==> config.mk <==
export PLATFORM = sky130hd
export DESIGN_NAME = prbs_top
export DESIGN_NICKNAME = d
export VERILOG_FILES = /design/src/prbs_pkg.sv /design/src/prbs_top.sv /design/src/prbs_checker.sv /design/src/lfsr.sv
export SDC_FILE = /design/constraint.sdc
export NUM_CORES = 1
export LEC_CHECK = 0
export BUFFER_PORTS_ARGS = -buffer_cell sky130_fd_sc_hd__buf_2
export CAP_MARGIN = 20
export CELL_PAD_IN_SITES_DETAIL_PLACEMENT = 1
export CELL_PAD_IN_SITES_GLOBAL_PLACEMENT = 1
export CORE_UTILIZATION = 43
export DETAILED_ROUTE_END_ITERATION = 10
export MAX_ROUTING_LAYER = met4
export PLACE_DENSITY = 0.79
export SETUP_SLACK_MARGIN = 0.5
export SLEW_MARGIN = 20
export SYNTH_ARGS = -nofsm -noshare
export SYNTH_HDL_FRONTEND = slang
export SYNTH_SLANG_ARGS = --single-unit
==> constraint.sdc <==
create_clock -name clk_i -period 1.97 [get_ports clk_i]
set_input_delay 0.2955 -clock clk_i [delete_from_list [all_inputs] [get_ports clk_i]]
set_output_delay 0.2955 -clock clk_i [all_outputs]
set_load 0.005 [all_outputs]
==> src/prbs_pkg.sv <==
/*
 * Shared package of the PRBS link tester
 * Checker lock state type
 * Default word width, generator seed, lock thresholds and counter width
 */

package prbs_pkg;

	// ------------------------------------------------------------------------
	// Checker state
	// ------------------------------------------------------------------------

	// HUNT while searching for the sequence, LOCKED once it is tracked
	typedef enum logic {
		HUNT   = 1'b0,
		LOCKED = 1'b1
	} lock_state_e;

	// ------------------------------------------------------------------------
	// Default configuration
	// ------------------------------------------------------------------------

	// Word width, legal range 3 to 32
	parameter int unsigned DEF_DATA_W       = 16;

	// Generator seed, all ones is the XNOR lock-up state and is illegal
	parameter int unsigned DEF_SEED         = 2;

	// Consecutive matches needed in HUNT to enter LOCKED
	parameter int unsigned DEF_LOCK_COUNT   = 4;

	// Consecutive mismatches in LOCKED that drop back to HUNT
	parameter int unsigned DEF_UNLOCK_COUNT = 3;

	// Error counter width
	parameter int unsigned DEF_ERR_CNT_W    = 16;

endpackage
==> src/prbs_top.sv <==
/*
 * PRBS link tester top level
 * Generator LFSR driving the transmit word
 * Sequence checker on the looped-back receive word
 */

module prbs_top #(
	parameter int unsigned DATA_W       = prbs_pkg::DEF_DATA_W,
	parameter int unsigned SEED         = prbs_pkg::DEF_SEED,
	parameter int unsigned LOCK_COUNT   = prbs_pkg::DEF_LOCK_COUNT,
	parameter int unsigned UNLOCK_COUNT = prbs_pkg::DEF_UNLOCK_COUNT,
	parameter int unsigned ERR_CNT_W    = prbs_pkg::DEF_ERR_CNT_W
) (
	input  logic                 clk_i,
	input  logic                 reset_n_i,
	input  logic                 gen_en_i,
	input  logic                 rx_valid_i,
	input  logic [DATA_W-1:0]    rx_data_i,
	output logic [DATA_W-1:0]    tx_data_o,
	output logic                 locked_o,
	output logic                 err_o,
	output logic [ERR_CNT_W-1:0] err_count_o
);

	// ------------------------------------------------------------------------
	// Generator
	// ------------------------------------------------------------------------

	// Free-running from the seed, never loaded
	lfsr #(
		.DATA_W (DATA_W),
		.SEED   (SEED)
	) u_gen_lfsr (
		.clk_i      (clk_i),
		.reset_n_i  (reset_n_i),
		.step_i     (gen_en_i),
		.load_i     (1'b0),
		.load_dat_i ('0),
		.lfsr_dat_o (tx_data_o),
		.next_dat_o ()
	);

	// ------------------------------------------------------------------------
	// Checker
	// ------------------------------------------------------------------------

	prbs_checker #(
		.DATA_W       (DATA_W),
		.LOCK_COUNT   (LOCK_COUNT),
		.UNLOCK_COUNT (UNLOCK_COUNT),
		.ERR_CNT_W    (ERR_CNT_W)
	) u_checker (
		.clk_i       (clk_i),
		.reset_n_i   (reset_n_i),
		.rx_valid_i  (rx_valid_i),
		.rx_data_i   (rx_data_i),
		.locked_o    (locked_o),
		.err_o       (err_o),
		.err_count_o (err_count_o)
	);

endmodule

==> src/prbs_checker.sv <==
/*
 * Self-synchronizing PRBS checker
 * One-step predictor LFSR reloaded from every received word
 * HUNT/LOCKED FSM with match and mismatch run counters
 * Error strobe and saturating error counter, active only while LOCKED
 */

module prbs_checker #(
	parameter int unsigned DATA_W       = prbs_pkg::DEF_DATA_W,
	parameter int unsigned LOCK_COUNT   = prbs_pkg::DEF_LOCK_COUNT,
	parameter int unsigned UNLOCK_COUNT = prbs_pkg::DEF_UNLOCK_COUNT,
	parameter int unsigned ERR_CNT_W    = prbs_pkg::DEF_ERR_CNT_W
) (
	input  logic                 clk_i,
	input  logic                 reset_n_i,
	input  logic                 rx_valid_i,
	input  logic [DATA_W-1:0]    rx_data_i,
	output logic                 locked_o,
	output logic                 err_o,
	output logic [ERR_CNT_W-1:0] err_count_o
);

	import prbs_pkg::*;

	localparam int unsigned MATCH_W = $clog2(LOCK_COUNT + 1);
	localparam int unsigned MISS_W  = $clog2(UNLOCK_COUNT + 1);

	// ------------------------------------------------------------------------
	// Predictor
	// ------------------------------------------------------------------------

	logic [DATA_W-1:0] expect_dat;

	// Holds the last received word, its successor is the expected next word
	// Reset value is never compared, a word must arrive first
	lfsr #(
		.DATA_W (DATA_W),
		.SEED   (0)
	) u_ref_lfsr (
		.clk_i      (clk_i),
		.reset_n_i  (reset_n_i),
		.step_i     (1'b0),
		.load_i     (rx_valid_i),
		.load_dat_i (rx_data_i),
		.lfsr_dat_o (),
		.next_dat_o (expect_dat)
	);

	logic have_prev_q;
	logic cmp_vld;
	logic word_match;

	assign cmp_vld    = rx_valid_i && have_prev_q;
	assign word_match = (rx_data_i == expect_dat);

	// ------------------------------------------------------------------------
	// Lock FSM and error counting
	// ------------------------------------------------------------------------

	lock_state_e          state_q, state_d;
	logic [MATCH_W-1:0]   match_run_q, match_run_d;
	logic [MISS_W-1:0]    miss_run_q, miss_run_d;
	logic                 err_q, err_d;
	logic [ERR_CNT_W-1:0] err_count_q, err_count_d;

	always_comb begin
		state_d     = state_q;
		match_run_d = match_run_q;
		miss_run_d  = miss_run_q;
		err_d       = 1'b0;
		err_count_d = err_count_q;
		if (cmp_vld) begin
			case (state_q)
				HUNT: begin
					// Mismatches here only restart the run
					if (!word_match) begin
						match_run_d = '0;
					end else if (match_run_q == MATCH_W'(LOCK_COUNT - 1)) begin
						state_d     = LOCKED;
						match_run_d = '0;
						miss_run_d  = '0;
					end else begin
						match_run_d = match_run_q + 1'b1;
					end
				end
				LOCKED: begin
					if (word_match) begin
						miss_run_d = '0;
					end else begin
						err_d = 1'b1;
						// Saturate at all ones
						if (err_count_q != '1)
							err_count_d = err_count_q + 1'b1;
						if (miss_run_q == MISS_W'(UNLOCK_COUNT - 1)) begin
							state_d    = HUNT;
							miss_run_d = '0;
						end else begin
							miss_run_d = miss_run_q + 1'b1;
						end
					end
				end
				default: state_d = HUNT;
			endcase
		end
	end

	always_ff @(posedge clk_i or negedge reset_n_i) begin
		if (!reset_n_i) begin
			have_prev_q <= 1'b0;
			state_q     <= HUNT;
			match_run_q <= '0;
			miss_run_q  <= '0;
			err_q       <= 1'b0;
			err_count_q <= '0;
		end else begin
			// First valid word only primes the predictor
			if (rx_valid_i)
				have_prev_q <= 1'b1;
			state_q     <= state_d;
			match_run_q <= match_run_d;
			miss_run_q  <= miss_run_d;
			err_q       <= err_d;
			err_count_q <= err_count_d;
		end
	end

	assign locked_o    = (state_q == LOCKED);
	assign err_o       = err_q;
	assign err_count_o = err_count_q;

endmodule

==> src/lfsr.sv <==
/*
 * XNOR Fibonacci LFSR for widths 3 to 32
 * Maximal-length tap table, step enable and synchronous load
 * Registered state output and combinational one-step successor
 */

module lfsr #(
	parameter int unsigned DATA_W = prbs_pkg::DEF_DATA_W,
	parameter int unsigned SEED   = prbs_pkg::DEF_SEED
) (
	input  logic              clk_i,
	input  logic              reset_n_i,
	input  logic              step_i,
	input  logic              load_i,
	input  logic [DATA_W-1:0] load_dat_i,
	output logic [DATA_W-1:0] lfsr_dat_o,
	output logic [DATA_W-1:0] next_dat_o
);

	// ------------------------------------------------------------------------
	// Tap table
	// ------------------------------------------------------------------------

	// Mask bit for a tap given in 1-based notation, 0 means no tap
	function automatic logic [31:0] tap_bit(input int unsigned pos);
		return (pos == 0) ? 32'd0 : (32'd1 << (pos - 1));
	endfunction

	// Maximal-length XNOR taps per width, 1-based like the usual tables
	function automatic logic [31:0] tap_mask(input int unsigned width);
		case (width)
			3:  return tap_bit(3)  | tap_bit(2);
			4:  return tap_bit(4)  | tap_bit(3);
			5:  return tap_bit(5)  | tap_bit(3);
			6:  return tap_bit(6)  | tap_bit(5);
			7:  return tap_bit(7)  | tap_bit(6);
			8:  return tap_bit(8)  | tap_bit(6)  | tap_bit(5)  | tap_bit(4);
			9:  return tap_bit(9)  | tap_bit(5);
			10: return tap_bit(10) | tap_bit(7);
			11: return tap_bit(11) | tap_bit(9);
			12: return tap_bit(12) | tap_bit(6)  | tap_bit(4)  | tap_bit(1);
			13: return tap_bit(13) | tap_bit(4)  | tap_bit(3)  | tap_bit(1);
			14: return tap_bit(14) | tap_bit(5)  | tap_bit(3)  | tap_bit(1);
			15: return tap_bit(15) | tap_bit(14);
			16: return tap_bit(16) | tap_bit(15) | tap_bit(13) | tap_bit(4);
			17: return tap_bit(17) | tap_bit(14);
			18: return tap_bit(18) | tap_bit(11);
			19: return tap_bit(19) | tap_bit(6)  | tap_bit(2)  | tap_bit(1);
			20: return tap_bit(20) | tap_bit(17);
			21: return tap_bit(21) | tap_bit(19);
			22: return tap_bit(22) | tap_bit(21);
			23: return tap_bit(23) | tap_bit(18);
			24: return tap_bit(24) | tap_bit(23) | tap_bit(22) | tap_bit(17);
			25: return tap_bit(25) | tap_bit(22);
			26: return tap_bit(26) | tap_bit(6)  | tap_bit(2)  | tap_bit(1);
			27: return tap_bit(27) | tap_bit(5)  | tap_bit(2)  | tap_bit(1);
			28: return tap_bit(28) | tap_bit(25);
			29: return tap_bit(29) | tap_bit(27);
			30: return tap_bit(30) | tap_bit(6)  | tap_bit(4)  | tap_bit(1);
			31: return tap_bit(31) | tap_bit(28);
			32: return tap_bit(32) | tap_bit(22) | tap_bit(2)  | tap_bit(1);
			default: return 32'd0;
		endcase
	endfunction

	localparam logic [31:0]       TAP_TABLE = tap_mask(DATA_W);
	localparam logic [DATA_W-1:0] TAP_MASK  = TAP_TABLE[DATA_W-1:0];
	localparam logic [DATA_W-1:0] SEED_VAL  = DATA_W'(SEED);

	// ------------------------------------------------------------------------
	// Step and state register
	// ------------------------------------------------------------------------

	logic [DATA_W-1:0] state_q;
	logic              feedback;

	// Untapped bits are masked to zero so they do not disturb the parity
	assign feedback   = ~^(state_q & TAP_MASK);

	// Shift up by one, feedback enters at bit 0
	assign next_dat_o = {state_q[DATA_W-2:0], feedback};
	assign lfsr_dat_o = state_q;

	// Load has priority over step
	always_ff @(posedge clk_i or negedge reset_n_i) begin
		if (!reset_n_i) begin
			state_q <= SEED_VAL;
		end else if (load_i) begin
			state_q <= load_dat_i;
		end else if (step_i) begin
			state_q <= next_dat_o;
		end
	end

endmodule

==> metrics.log, run 1 <==
INFO  metric synth_instances = 207
INFO  metric fin_total_pwr = 2.87 mW
INFO  metric synth_top_area_cell = sky130_fd_sc_hd__dfrtp_1
INFO  metric setup_viol_count_final = 0
INFO  metric layout_min_cycle_time = 1.91 ns
INFO  metric maxClockFrequency = 523 MHz
INFO  metric crit_path_max_incr_delay = 0.46 ns
INFO  metric io_buffers = 53
INFO  metric vdd_drop_max = 0.511 mV
INFO  metric place_hpwl = 3.74 mm
INFO  metric clk_pin_slew = 0.10 ns
INFO  metric core-area = 5680 sq um
INFO  metric first_pass_iters = 4
INFO  metric comb_power_share = 24.1%
INFO  metric outcome = finished, final reports clean
INFO  metric cp-end-kind = register
INFO  metric hp_start = rx_data_i[0]
INFO  metric pwr_density_cell = 823 nW/um^2
INFO  metric gr-total-overflow = 0
INFO  metric yosys_most_used_dff = sky130_fd_sc_hd__dfrtp_1
INFO  metric p_leak = 1.62 nW
INFO  metric cts_root_buffer = sky130_fd_sc_hd__clkbuf_8
INFO  metric worst_clock_skew = 0.00863 ns
INFO  metric first_global_vias = 1946
INFO  metric synth_fp_nets = 229
INFO  metric final_layout_size_suffix_gt1_share = 54.8%
INFO  metric synth.distinct_cells = 39
INFO  metric cpMaxStageDelayCell = sky130_fd_sc_hd__dfrtp_2
INFO  metric die_y = 79.8 um
INFO  metric nNetsFinal = 313
INFO  metric final.setup.tns = 0 ns
INFO  metric via_count = 1941
INFO  metric worstHoldPathCells = 2
INFO  metric clk-insertion-delay-late = 0.31 ns
INFO  metric hold_class = primary input to register
INFO  metric synth_commonest_cells = 55 x sky130_fd_sc_hd__dfrtp_1, 32 x sky130_fd_sc_hd__mux2_2, 31 x sky130_fd_sc_hd__xnor2_1, 12 x sky130_fd_sc_hd__nand2_1
INFO  metric total_die_area = 6370 sq um
INFO  metric regToRegSetupSlack = 0.06 ns
INFO  metric initial_detailed_routing_violation_count = 63
INFO  metric drt-total-wl = 6.59 mm
INFO  metric htree_levels = 2
INFO  metric number_of_antenna_violating_nets_in_the_routed_design = 0
INFO  metric cts_tree = yes
INFO  metric power.internal = 2.06 mW
INFO  metric transition_time_at_the_pin_with_the_least_slew_margin = 0.517 ns
INFO  metric rows = 27
INFO  metric max-slew-margin-rel = 65.4%
INFO  metric num_io_pins = 54
INFO  metric grt_setup_unrepaired = true
INFO  metric cts-buffers-inserted = 5
INFO  metric gpl.final_weighted_congestion = 0.718
INFO  metric critical_path_source = u_checker.u_ref_lfsr.lfsr_dat_o[12]
INFO  metric criticalPathCategory = register to register
INFO  metric die_w = 79.8 um
INFO  metric grt_antenna_before_repair = 0
INFO  metric layout_worst_path_cycle_share = 97.1%
INFO  metric synth_area_leaders = sky130_fd_sc_hd__dfrtp_1 53%, sky130_fd_sc_hd__mux2_2 14%, sky130_fd_sc_hd__xnor2_1 10%
INFO  metric switchingPower = 0.805 mW
INFO  metric layout-area-overhead-vs-synth = 33.8%
INFO  metric aggregate_global_route_resource_usage = 21.3%
INFO  metric power_frac_clock = 22.8%
INFO  metric max-clock-path-buffers = 2
INFO  metric critical_path.startpoint_type = register
INFO  metric yosys_warnings = 0
INFO  metric cts_num_sinks = 56
INFO  metric post-synth-top-count-cell = sky130_fd_sc_hd__dfrtp_1
INFO  metric synth.yosys.seq_area_share = 53.9%
INFO  metric synthesis.area = 2600 sq um
INFO  metric syn-mean-instance-area = 12.6 sq um
INFO  metric initial_util = 45.9%
INFO  metric n_antenna_cell = 0
INFO  metric timing.rr.start = u_checker.u_ref_lfsr.lfsr_dat_o[12]
INFO  metric timing.final.max_slew_violations = 0
INFO  metric pin_count_of_the_biggest_net_entering_global_routing = 57
INFO  metric post_drt_via_cell_ratio = 5.33
INFO  metric grt_pass1_wl = 10.0 mm
INFO  metric crit_path_max_fanout = 8
INFO  metric synth.ff_latch_count = 56
INFO  metric yosys.area.top_type_share = 52.9%
INFO  metric worst_hold_path.endpoint = u_checker.u_ref_lfsr.lfsr_dat_o[0]
INFO  metric r2r_worst_path_depth = 8
INFO  metric drc = 0
INFO  metric regToRegEndpoint = u_checker.err_count_o[14]
INFO  metric required = 2.17 ns
INFO  metric netSwitchingFraction = 28.1%
INFO  metric timing_hold_violations_final = 0
INFO  metric layout.core_utilization = 61.4%
INFO  metric maxCapViolations = 0
INFO  metric cp_data_arrival_time = 2.12 ns
INFO  metric share_seq_of_total_power = 53.1%
INFO  metric route.detailed.wl_per_inst = 18.1 um
INFO  metric number_of_enable_type_register_cells_in_the_synthesized_netlist = 0
INFO  metric synth-async-reset-ratio = 100%
INFO  metric num-fill-cells = 612
INFO  metric crit_path_cell_trace = xnor2_2 -> nand4_1 -> nor2_4 -> nand3_4 -> nand2b_4 -> inv_8 -> nand4_4 -> mux2_4
registers in the layout, summed over array words and instances, names as in the netlist:
register / cells
u_checker.err_count_o: 16
u_checker.err_o: 1
u_checker.have_prev_q: 1
u_checker.locked_o: 1
u_checker.match_run_q: 3
u_checker.miss_run_q: 2
u_checker.u_ref_lfsr.lfsr_dat_o: 16
u_gen_lfsr.lfsr_dat_o: 16
cell type report:
type                    count  area, sq um  area share (%)
multi-input cells         144         1350            38.6
inverters                   2         15.0           0.431
well taps                  72         90.1            2.59
flip-flops and latches     56         1400            40.3
clock inverters             2         10.0           0.287
clock buffers               6         82.6            2.37
repair buffers             82          536            15.4
power by group through the flow:
stage | Clock [mW] | Combinational, mW | Sequential (mW)
finish | 0.654 | 0.690 | 1.52
global route | 0.727 | 0.766 | 1.56
CTS | 0.675 | 0.671 | 1.52
detailed placement | 0 | 0.648 | 1.55
global placement | 0 | 0.622 | 1.53
floorplan | 0 | 0.359 | 1.53
cell usage in the layout, fill, tap and decap left out, types with 4 or more instances in the layout:
cell | netlist | routed
sky130_fd_sc_hd__buf_6 | 1 | 10
sky130_fd_sc_hd__xnor2_1 | 31 | 22
sky130_fd_sc_hd__nor2_1 | 9 | 8
sky130_fd_sc_hd__dfrtp_1 | 55 | 54
sky130_fd_sc_hd__buf_4 | 0 | 17
sky130_fd_sc_hd__clkbuf_8 | 0 | 6
sky130_fd_sc_hd__xnor2_2 | 0 | 9
sky130_fd_sc_hd__buf_2 | 0 | 53
sky130_fd_sc_hd__nand3_2 | 1 | 4
sky130_fd_sc_hd__mux2_2 | 32 | 32
sky130_fd_sc_hd__nand4_1 | 9 | 9
sky130_fd_sc_hd__nand2_1 | 12 | 7
sky130_fd_sc_hd__nand2b_1 | 4 | 4
stage by stage:
| step | area [sq um] | worst slack (ns) | std cells | hold slack, ns |
|---|---|---|---|---|
| finish | 3480 | 0.0578 | 364 | 0.240 |
| detailed placement | 3040 | 0.0822 | 336 | 0.335 |
| global route | 3480 | -0.0428 | 364 | 0.227 |
| CTS | 3300 | 0.104 | 361 | 0.231 |
| global placement | 3040 | 0.105 | 336 | 0.319 |
| floorplan | 2640 | 0.274 | 207 | -0.0000911 |
worst max-delay path: cells and delay by family, from the launching register on:
family                    cells  cell delay [ns]
xor gates and xnor gates      1             0.21
buffers and inverters         1             0.06
DFF                           1             0.46
muxes                         1             0.30
and+or+nand+nor               5             0.79
metal layers:
layer	up-vias	track usage, %	routed length (um)
li1	893	-	-
met1	988	28.3	3050
met2	50	32.4	3220
met3	10	4.34	228
met4	0	7.86	89
met5	-	-	0
cell families (layout without fill, tap and decap cells):
kind of cell	Yosys count	count (layout)	share of synthesized area, %
DFF	56	56	53.9
and+or+nand+nor	60	60	13.5
AOI/OAI and AO/OA	13	13	2.93
xor gates and xnor gates	34	34	11.4
adders and majority gates	2	2	0.961
muxes	35	35	15.4
buffers and inverters	7	92	1.92
worst max-delay path by stage:
stage | endpoint | slack (ns)
finish | u_checker.err_count_o[14] | 0.06
global route | u_checker.miss_run_q[0] | -0.04
CTS | u_checker.err_count_o[1] | 0.10
detailed placement | u_checker.err_count_o[1] | 0.08
global placement | u_checker.err_count_o[14] | 0.10
floorplan | u_checker.err_count_o[14] | 0.27
timing repair:
action	in CTS	in global routing
resized for setup	10	32
gates cloned	0	0
buffers inserted	16	3
setup endpoints to repair	20	23
pin swaps	18	15
hold endpoints to repair	55	0
hold buffers	1	0
(Power assumes the default switching activity.)
==> run 2, diff against run 1 <==
--- a/config.mk
+++ b/config.mk
@@ -9,6 +9,7 @@
 export CAP_MARGIN = 20
 export CELL_PAD_IN_SITES_DETAIL_PLACEMENT = 1
 export CELL_PAD_IN_SITES_GLOBAL_PLACEMENT = 1
+export CORE_ASPECT_RATIO = 0.7
 export CORE_UTILIZATION = 43
 export DETAILED_ROUTE_END_ITERATION = 10
 export MAX_ROUTING_LAYER = met4
==> metrics.log, run 2 (synthesis gave the netlist of run 1 again) <==
INFO  metric n_antenna_cell = 0
INFO  metric transition_time_at_the_pin_with_the_least_slew_margin = 0.487 ns
INFO  metric timing_hold_violations_final = 0
INFO  metric pwr_density_cell = 856 nW/um^2
INFO  metric core-area = 5780 sq um
INFO  metric timing.final.max_slew_violations = 0
INFO  metric nNetsFinal = 310
INFO  metric crit_path_cell_trace = xnor2_1 -> nand4_1 -> nor2_2 -> nand3_2 -> nand2b_4 -> inv_8 -> nand4_4 -> mux2_4
INFO  metric maxClockFrequency = 530 MHz
INFO  metric aggregate_global_route_resource_usage = 21.2%
INFO  metric die_w = 95.0 um
INFO  metric initial_util = 45.0%
INFO  metric grt_pass1_wl = 9.79 mm
INFO  metric first_pass_iters = 4
INFO  metric grt_antenna_before_repair = 0
INFO  metric p_leak = 1.55 nW
INFO  metric cpMaxStageDelayCell = sky130_fd_sc_hd__dfrtp_2
INFO  metric num_io_pins = 54
INFO  metric crit_path_max_fanout = 6
INFO  metric via_count = 1885
INFO  metric criticalPathCategory = register to register
INFO  metric clk_pin_slew = 0.10 ns
INFO  metric cts-buffers-inserted = 5
INFO  metric hold_class = primary input to register
INFO  metric power.internal = 2.05 mW
INFO  metric maxCapViolations = 0
INFO  metric mostFrequentLayoutCell = sky130_fd_sc_hd__buf_2
INFO  metric total_die_area = 6370 sq um
INFO  metric regToRegSetupSlack = 0.08 ns
INFO  metric finalInstanceArea = 3340 sq um
INFO  metric netSwitchingFraction = 28.3%
INFO  metric io_buffers = 53
INFO  metric switchingPower = 0.811 mW
INFO  metric cts_num_sinks = 56
INFO  metric regToRegEndpoint = u_checker.err_count_o[14]
INFO  metric timing.rr.start = u_checker.u_ref_lfsr.lfsr_dat_o[14]
INFO  metric comb_power_share = 23.5%
INFO  metric multiInputGateArea = 1260 sq um
INFO  metric drt-total-wl = 6.16 mm
INFO  metric outcome = finished, final reports clean
INFO  metric num-fill-cells = 640
INFO  metric vdd_drop_max = 0.389 mV
INFO  metric worst_clock_skew = 0.00735 ns
INFO  metric placed_cells = 339
INFO  metric max-clock-path-buffers = 2
INFO  metric number_of_antenna_violating_nets_in_the_routed_design = 0
INFO  metric crit_path_max_incr_delay = 0.45 ns
INFO  metric max-slew-margin-rel = 67.6%
INFO  metric cp-end-kind = register
INFO  metric clk-insertion-delay-late = 0.32 ns
INFO  metric layout.core_utilization = 57.8%
INFO  metric required = 2.18 ns
INFO  metric layout_setup_ws = 0.0829 ns
INFO  metric rows = 23
INFO  metric final_layout_size_suffix_gt1_share = 51.2%
INFO  metric gpl.final_weighted_congestion = 0.770
INFO  metric cts_tree = yes
INFO  metric layout_common_cells = 53 x sky130_fd_sc_hd__buf_2, 51 x sky130_fd_sc_hd__dfrtp_1, 32 x sky130_fd_sc_hd__mux2_2
INFO  metric detailed_place.area = 3040 sq um
INFO  metric power_frac_clock = 23.1%
INFO  metric layout_min_cycle_time = 1.89 ns
INFO  metric initial_detailed_routing_violation_count = 84
INFO  metric regArea = 1410 sq um
INFO  metric place_hpwl = 4.17 mm
INFO  metric critical_path.startpoint_type = register
INFO  metric hold-worst-slack = 0.227 ns
INFO  metric r2r_worst_path_depth = 8
INFO  metric pre_cts_ws = 0.0566 ns
INFO  metric route.detailed.wl_per_inst = 16.9 um
INFO  metric pin_count_of_the_biggest_net_entering_global_routing = 38
INFO  metric htree_levels = 2
INFO  metric drc = 0
INFO  metric post_drt_via_cell_ratio = 5.18
INFO  metric grt_setup_unrepaired = true
INFO  metric cp_data_arrival_time = 2.10 ns
INFO  metric worst_hold_path.endpoint = u_checker.have_prev_q
INFO  metric cts_root_buffer = sky130_fd_sc_hd__clkbuf_8
INFO  metric die_y = 67.1 um
INFO  metric layout_worst_path_cycle_share = 95.8%
INFO  metric final.setup.tns = 0 ns
INFO  metric worstHoldPathCells = 2
INFO  metric share_seq_of_total_power = 53.4%
INFO  metric post_layout_nonfiller_instances = 364
INFO  metric first_global_vias = 1896
INFO  metric hp_start = rx_valid_i
INFO  metric gr-total-overflow = 0
INFO  metric layout-area-overhead-vs-synth = 28.5%
INFO  metric setup_viol_count_final = 0
INFO  metric fin_total_pwr = 2.86 mW
run 2: worst max-delay path by stage:
stage	from	endpoint	slack, ns	cells after the start
after floorplan	u_checker.u_ref_lfsr.lfsr_dat_o[12]	u_checker.err_count_o[14]	0.27	8
after global placement	rx_data_i[0]	u_checker.err_count_o[14]	0.14	9
after detailed placement	rx_data_i[0]	u_checker.err_count_o[14]	0.06	9
after CTS	u_checker.u_ref_lfsr.lfsr_dat_o[14]	u_checker.err_count_o[14]	0.18	8
after global routing	u_checker.u_ref_lfsr.lfsr_dat_o[14]	u_checker.err_count_o[12]	-0.01	8
final	u_checker.u_ref_lfsr.lfsr_dat_o[14]	u_checker.err_count_o[14]	0.08	8
run 2: per-layer routing:
metal	vias up	wire, um	track usage (%)
met3	9	207	3.88
met2	49	2940	33.6
met4	0	88	6.44
li1	893	-	-
met5	-	0	-
met1	934	2920	27.9
run 2: critical path: cells and delay by family, from the launching register on:
kind | cells | cell delay, ns
muxes | 1 | 0.30
and+or+nand+nor | 5 | 0.74
DFF | 1 | 0.45
buffers and inverters | 1 | 0.05
xor gates and xnor gates | 1 | 0.24
run 2: final cells by class:
cell class,instances,area share (%)
flip-flops and latches,56,42.1
multi-input cells,144,37.6
repair buffers,78,14.1
well taps,75,2.81
clock buffers,6,2.47
inverters,2,0.449
clock inverters,2,0.299
repair inverters,1,0.187
run 2: power by group through the flow:
stage          Combinational, mW  Clock [mW]  Sequential, mW
4_1_cts                    0.657       0.676            1.53
2_1_floorplan              0.359           0            1.53
6_report                   0.672       0.661            1.53
5_1_grt                    0.750       0.723            1.57
3_5_place_dp               0.649           0            1.56
3_3_place_gp               0.619           0            1.54
run 2: what timing repair did:
item	in CTS	in global routing
buffers inserted	8	7
hold buffers	1	0
setup endpoints to repair	20	23
gates cloned	1	0
gates resized for setup	6	15
endpoints found under the hold margin	18	0
pin swaps	6	11
==> run 3, diff against run 2 <==
--- a/config.mk
+++ b/config.mk
@@ -11,11 +11,11 @@
 export CELL_PAD_IN_SITES_GLOBAL_PLACEMENT = 1
 export CORE_ASPECT_RATIO = 0.7
 export CORE_UTILIZATION = 43
+export CTS_BUF_LIST = sky130_fd_sc_hd__clkbuf_16
 export DETAILED_ROUTE_END_ITERATION = 10
 export MAX_ROUTING_LAYER = met4
 export PLACE_DENSITY = 0.79
 export SETUP_SLACK_MARGIN = 0.5
-export SLEW_MARGIN = 20
 export SYNTH_ARGS = -nofsm -noshare
 export SYNTH_HDL_FRONTEND = slang
 export SYNTH_SLANG_ARGS = --single-unit
==> constraint.sdc (replaced) <==
create_clock -name clk_i -period 2.1 [get_ports clk_i]
set_input_delay 0.315 -clock clk_i [delete_from_list [all_inputs] [get_ports clk_i]]
set_output_delay 0.315 -clock clk_i [all_outputs]
set_load 0.005 [all_outputs]
==> metrics.log, run 3 (synthesis gave the netlist of run 1 again) <==
INFO  metric drc = 0
INFO  metric num_io_pins = 54
INFO  metric pwr_density_cell = 871 nW/um^2
INFO  metric multiInputGateArea = 1310 sq um
INFO  metric max-slew-margin-rel = 63.6%
INFO  metric fin_total_pwr = 2.93 mW
INFO  metric failing_checks = negative hold slack
INFO  metric die_y = 67.1 um
INFO  metric hold_class = primary input to asynchronous set/reset pin
INFO  metric cts_tree = yes
INFO  metric share_seq_of_total_power = 49.2%
INFO  metric critical_path.startpoint_type = register
INFO  metric route.detailed.wl_per_inst = 16.9 um
INFO  metric maxCapViolations = 0
INFO  metric cp-end-kind = register
INFO  metric via_count = 1842
INFO  metric p_leak = 1.52 nW
INFO  metric pin_count_of_the_biggest_net_entering_global_routing = 35
INFO  metric layout_common_cells = 54 x sky130_fd_sc_hd__dfrtp_1, 53 x sky130_fd_sc_hd__buf_2, 32 x sky130_fd_sc_hd__mux2_2
INFO  metric clk-insertion-delay-late = 0.30 ns
INFO  metric rows = 23
INFO  metric initial_util = 45.0%
INFO  metric post_drt_via_cell_ratio = 5.20
INFO  metric layout.core_utilization = 58.1%
INFO  metric finalInstanceArea = 3360 sq um
INFO  metric hold-worst-slack = -0.00677 ns
INFO  metric aggregate_global_route_resource_usage = 20.8%
INFO  metric regToRegSetupSlack = 0.24 ns
INFO  metric clk_pin_slew = 0.07 ns
INFO  metric max-clock-path-buffers = 2
INFO  metric regArea = 1400 sq um
INFO  metric criticalPathCategory = register to register
INFO  metric outcome = complete, but fails checks
INFO  metric detailed_place.area = 2980 sq um
INFO  metric htree_levels = 2
INFO  metric first_pass_iters = 4
INFO  metric switchingPower = 0.816 mW
INFO  metric worst_clock_skew = 0.00543 ns
INFO  metric comb_power_share = 21.9%
INFO  metric total_die_area = 6370 sq um
INFO  metric setup_viol_count_final = 0
INFO  metric core-area = 5780 sq um
INFO  metric layout_min_cycle_time = 1.86 ns
INFO  metric r2r_worst_path_depth = 7
INFO  metric place_hpwl = 3.95 mm
INFO  metric power.internal = 2.11 mW
INFO  metric hold_buffers = 0
INFO  metric n_antenna_cell = 0
INFO  metric cpMaxStageDelayCell = sky130_fd_sc_hd__dfrtp_1
INFO  metric path_common_cell = sky130_fd_sc_hd__xnor2_2
INFO  metric timing_hold_violations_final = 8
INFO  metric vdd_drop_max = 0.464 mV
INFO  metric layout_worst_path_cycle_share = 88.7%
INFO  metric placed_cells = 333
INFO  metric cts-buffers-inserted = 5
INFO  metric transition_time_at_the_pin_with_the_least_slew_margin = 0.545 ns
INFO  metric drt-total-wl = 6.00 mm
INFO  metric die_w = 95.0 um
INFO  metric number_of_antenna_violating_nets_in_the_routed_design = 0
INFO  metric timing.final.max_slew_violations = 0
INFO  metric grt_pass1_wl = 9.57 mm
INFO  metric timing.rr.start = u_checker.u_ref_lfsr.lfsr_dat_o[12]
INFO  metric crit_path_max_incr_delay = 0.43 ns
INFO  metric cp_data_arrival_time = 2.02 ns
INFO  metric crit_path_max_fanout = 4
INFO  metric grt_antenna_before_repair = 0
INFO  metric first_global_vias = 1876
INFO  metric grt_setup_unrepaired = true
INFO  metric gpl.final_weighted_congestion = 0.792
INFO  metric final_layout_size_suffix_gt1_share = 50.9%
INFO  metric required = 2.26 ns
INFO  metric nNetsFinal = 300
INFO  metric gr-total-overflow = 0
INFO  metric cts_root_buffer = sky130_fd_sc_hd__clkbuf_16
INFO  metric cts_num_sinks = 56
INFO  metric layout_setup_ws = 0.236 ns
INFO  metric post_layout_nonfiller_instances = 354
INFO  metric maxClockFrequency = 537 MHz
INFO  metric final.setup.tns = 0 ns
INFO  metric regToRegEndpoint = u_checker.miss_run_q[1]
INFO  metric power_frac_clock = 28.9%
INFO  metric mostFrequentLayoutCell = sky130_fd_sc_hd__dfrtp_1
INFO  metric layout-area-overhead-vs-synth = 29.2%
INFO  metric crit_path_cell_trace = xnor2_2 -> xnor2_2 -> xnor2_2 -> nand3_2 -> buf_4 -> o311ai_2 -> o21ai_0
INFO  metric pre_cts_ws = 0.160 ns
INFO  metric netSwitchingFraction = 27.9%
INFO  metric initial_detailed_routing_violation_count = 55
INFO  metric io_buffers = 53
INFO  metric num-fill-cells = 618
run 3: cell count changes in the layout (fill, tap and decap cells not counted), sizes merged:
cell         previous run  this run
clkinv                  2         1
clkbuf                  6         5
dlygate4sd3             1         0
buf                    77        69
clkinvlp                0         1
run 3: worst max path at each step:
stage | endpoint | startpoint | slack (ns)
6_report | u_checker.miss_run_q[1] | u_checker.u_ref_lfsr.lfsr_dat_o[12] | 0.24
2_1_floorplan | u_checker.err_count_o[14] | u_checker.u_ref_lfsr.lfsr_dat_o[12] | 0.40
3_3_place_gp | u_checker.err_count_o[14] | rx_data_i[14] | 0.21
3_5_place_dp | u_checker.miss_run_q[0] | rx_data_i[0] | 0.16
5_1_grt | u_checker.miss_run_q[1] | u_checker.u_ref_lfsr.lfsr_dat_o[12] | 0.13
4_1_cts | u_checker.err_count_o[14] | u_checker.u_ref_lfsr.lfsr_dat_o[3] | 0.25
run 3: cell type report:
cell class                      instances  share of cell area (%)
Clock buffer                            5                    3.72
Clock inverter                          3                   0.632
Inverter                                2                   0.446
Multi-Input combinational cell        144                    38.8
Sequential cell                        56                    41.7
Tap cell                               75                    2.79
Timing Repair Buffer                   69                    11.8
run 3: what timing repair did:
action,CTS,global route
buffers inserted,10,3
resized for setup,10,19
pin swaps,10,11
endpoints found under the setup margin,20,23
run 3: worst max-delay path: cells and delay by family, from the launching register on:
kind            cells  cell delay, ns
buf+inv             1            0.20
xor+xnor            3            0.55
simple gates        1            0.18
compound gates      2            0.37
flops               1            0.43
run 3: power groups by stage:
stage	Clock (mW)	Sequential [mW]	Combinational, mW
after global routing	0.920	1.47	0.712
after CTS	0.871	1.44	0.636
after floorplan	0	1.44	0.336
after global placement	0	1.44	0.583
after detailed placement	0	1.46	0.611
final	0.847	1.44	0.641
run 3: per-layer routing:
metal  share of wire [%]  up-vias  global-route usage, %
met5                   0        -                      -
met4                 2.0        0                   7.39
met3                 4.3       11                   4.68
met2                  44       45                   30.9
met1                  49      916                   28.1
li1                    -      870                      -
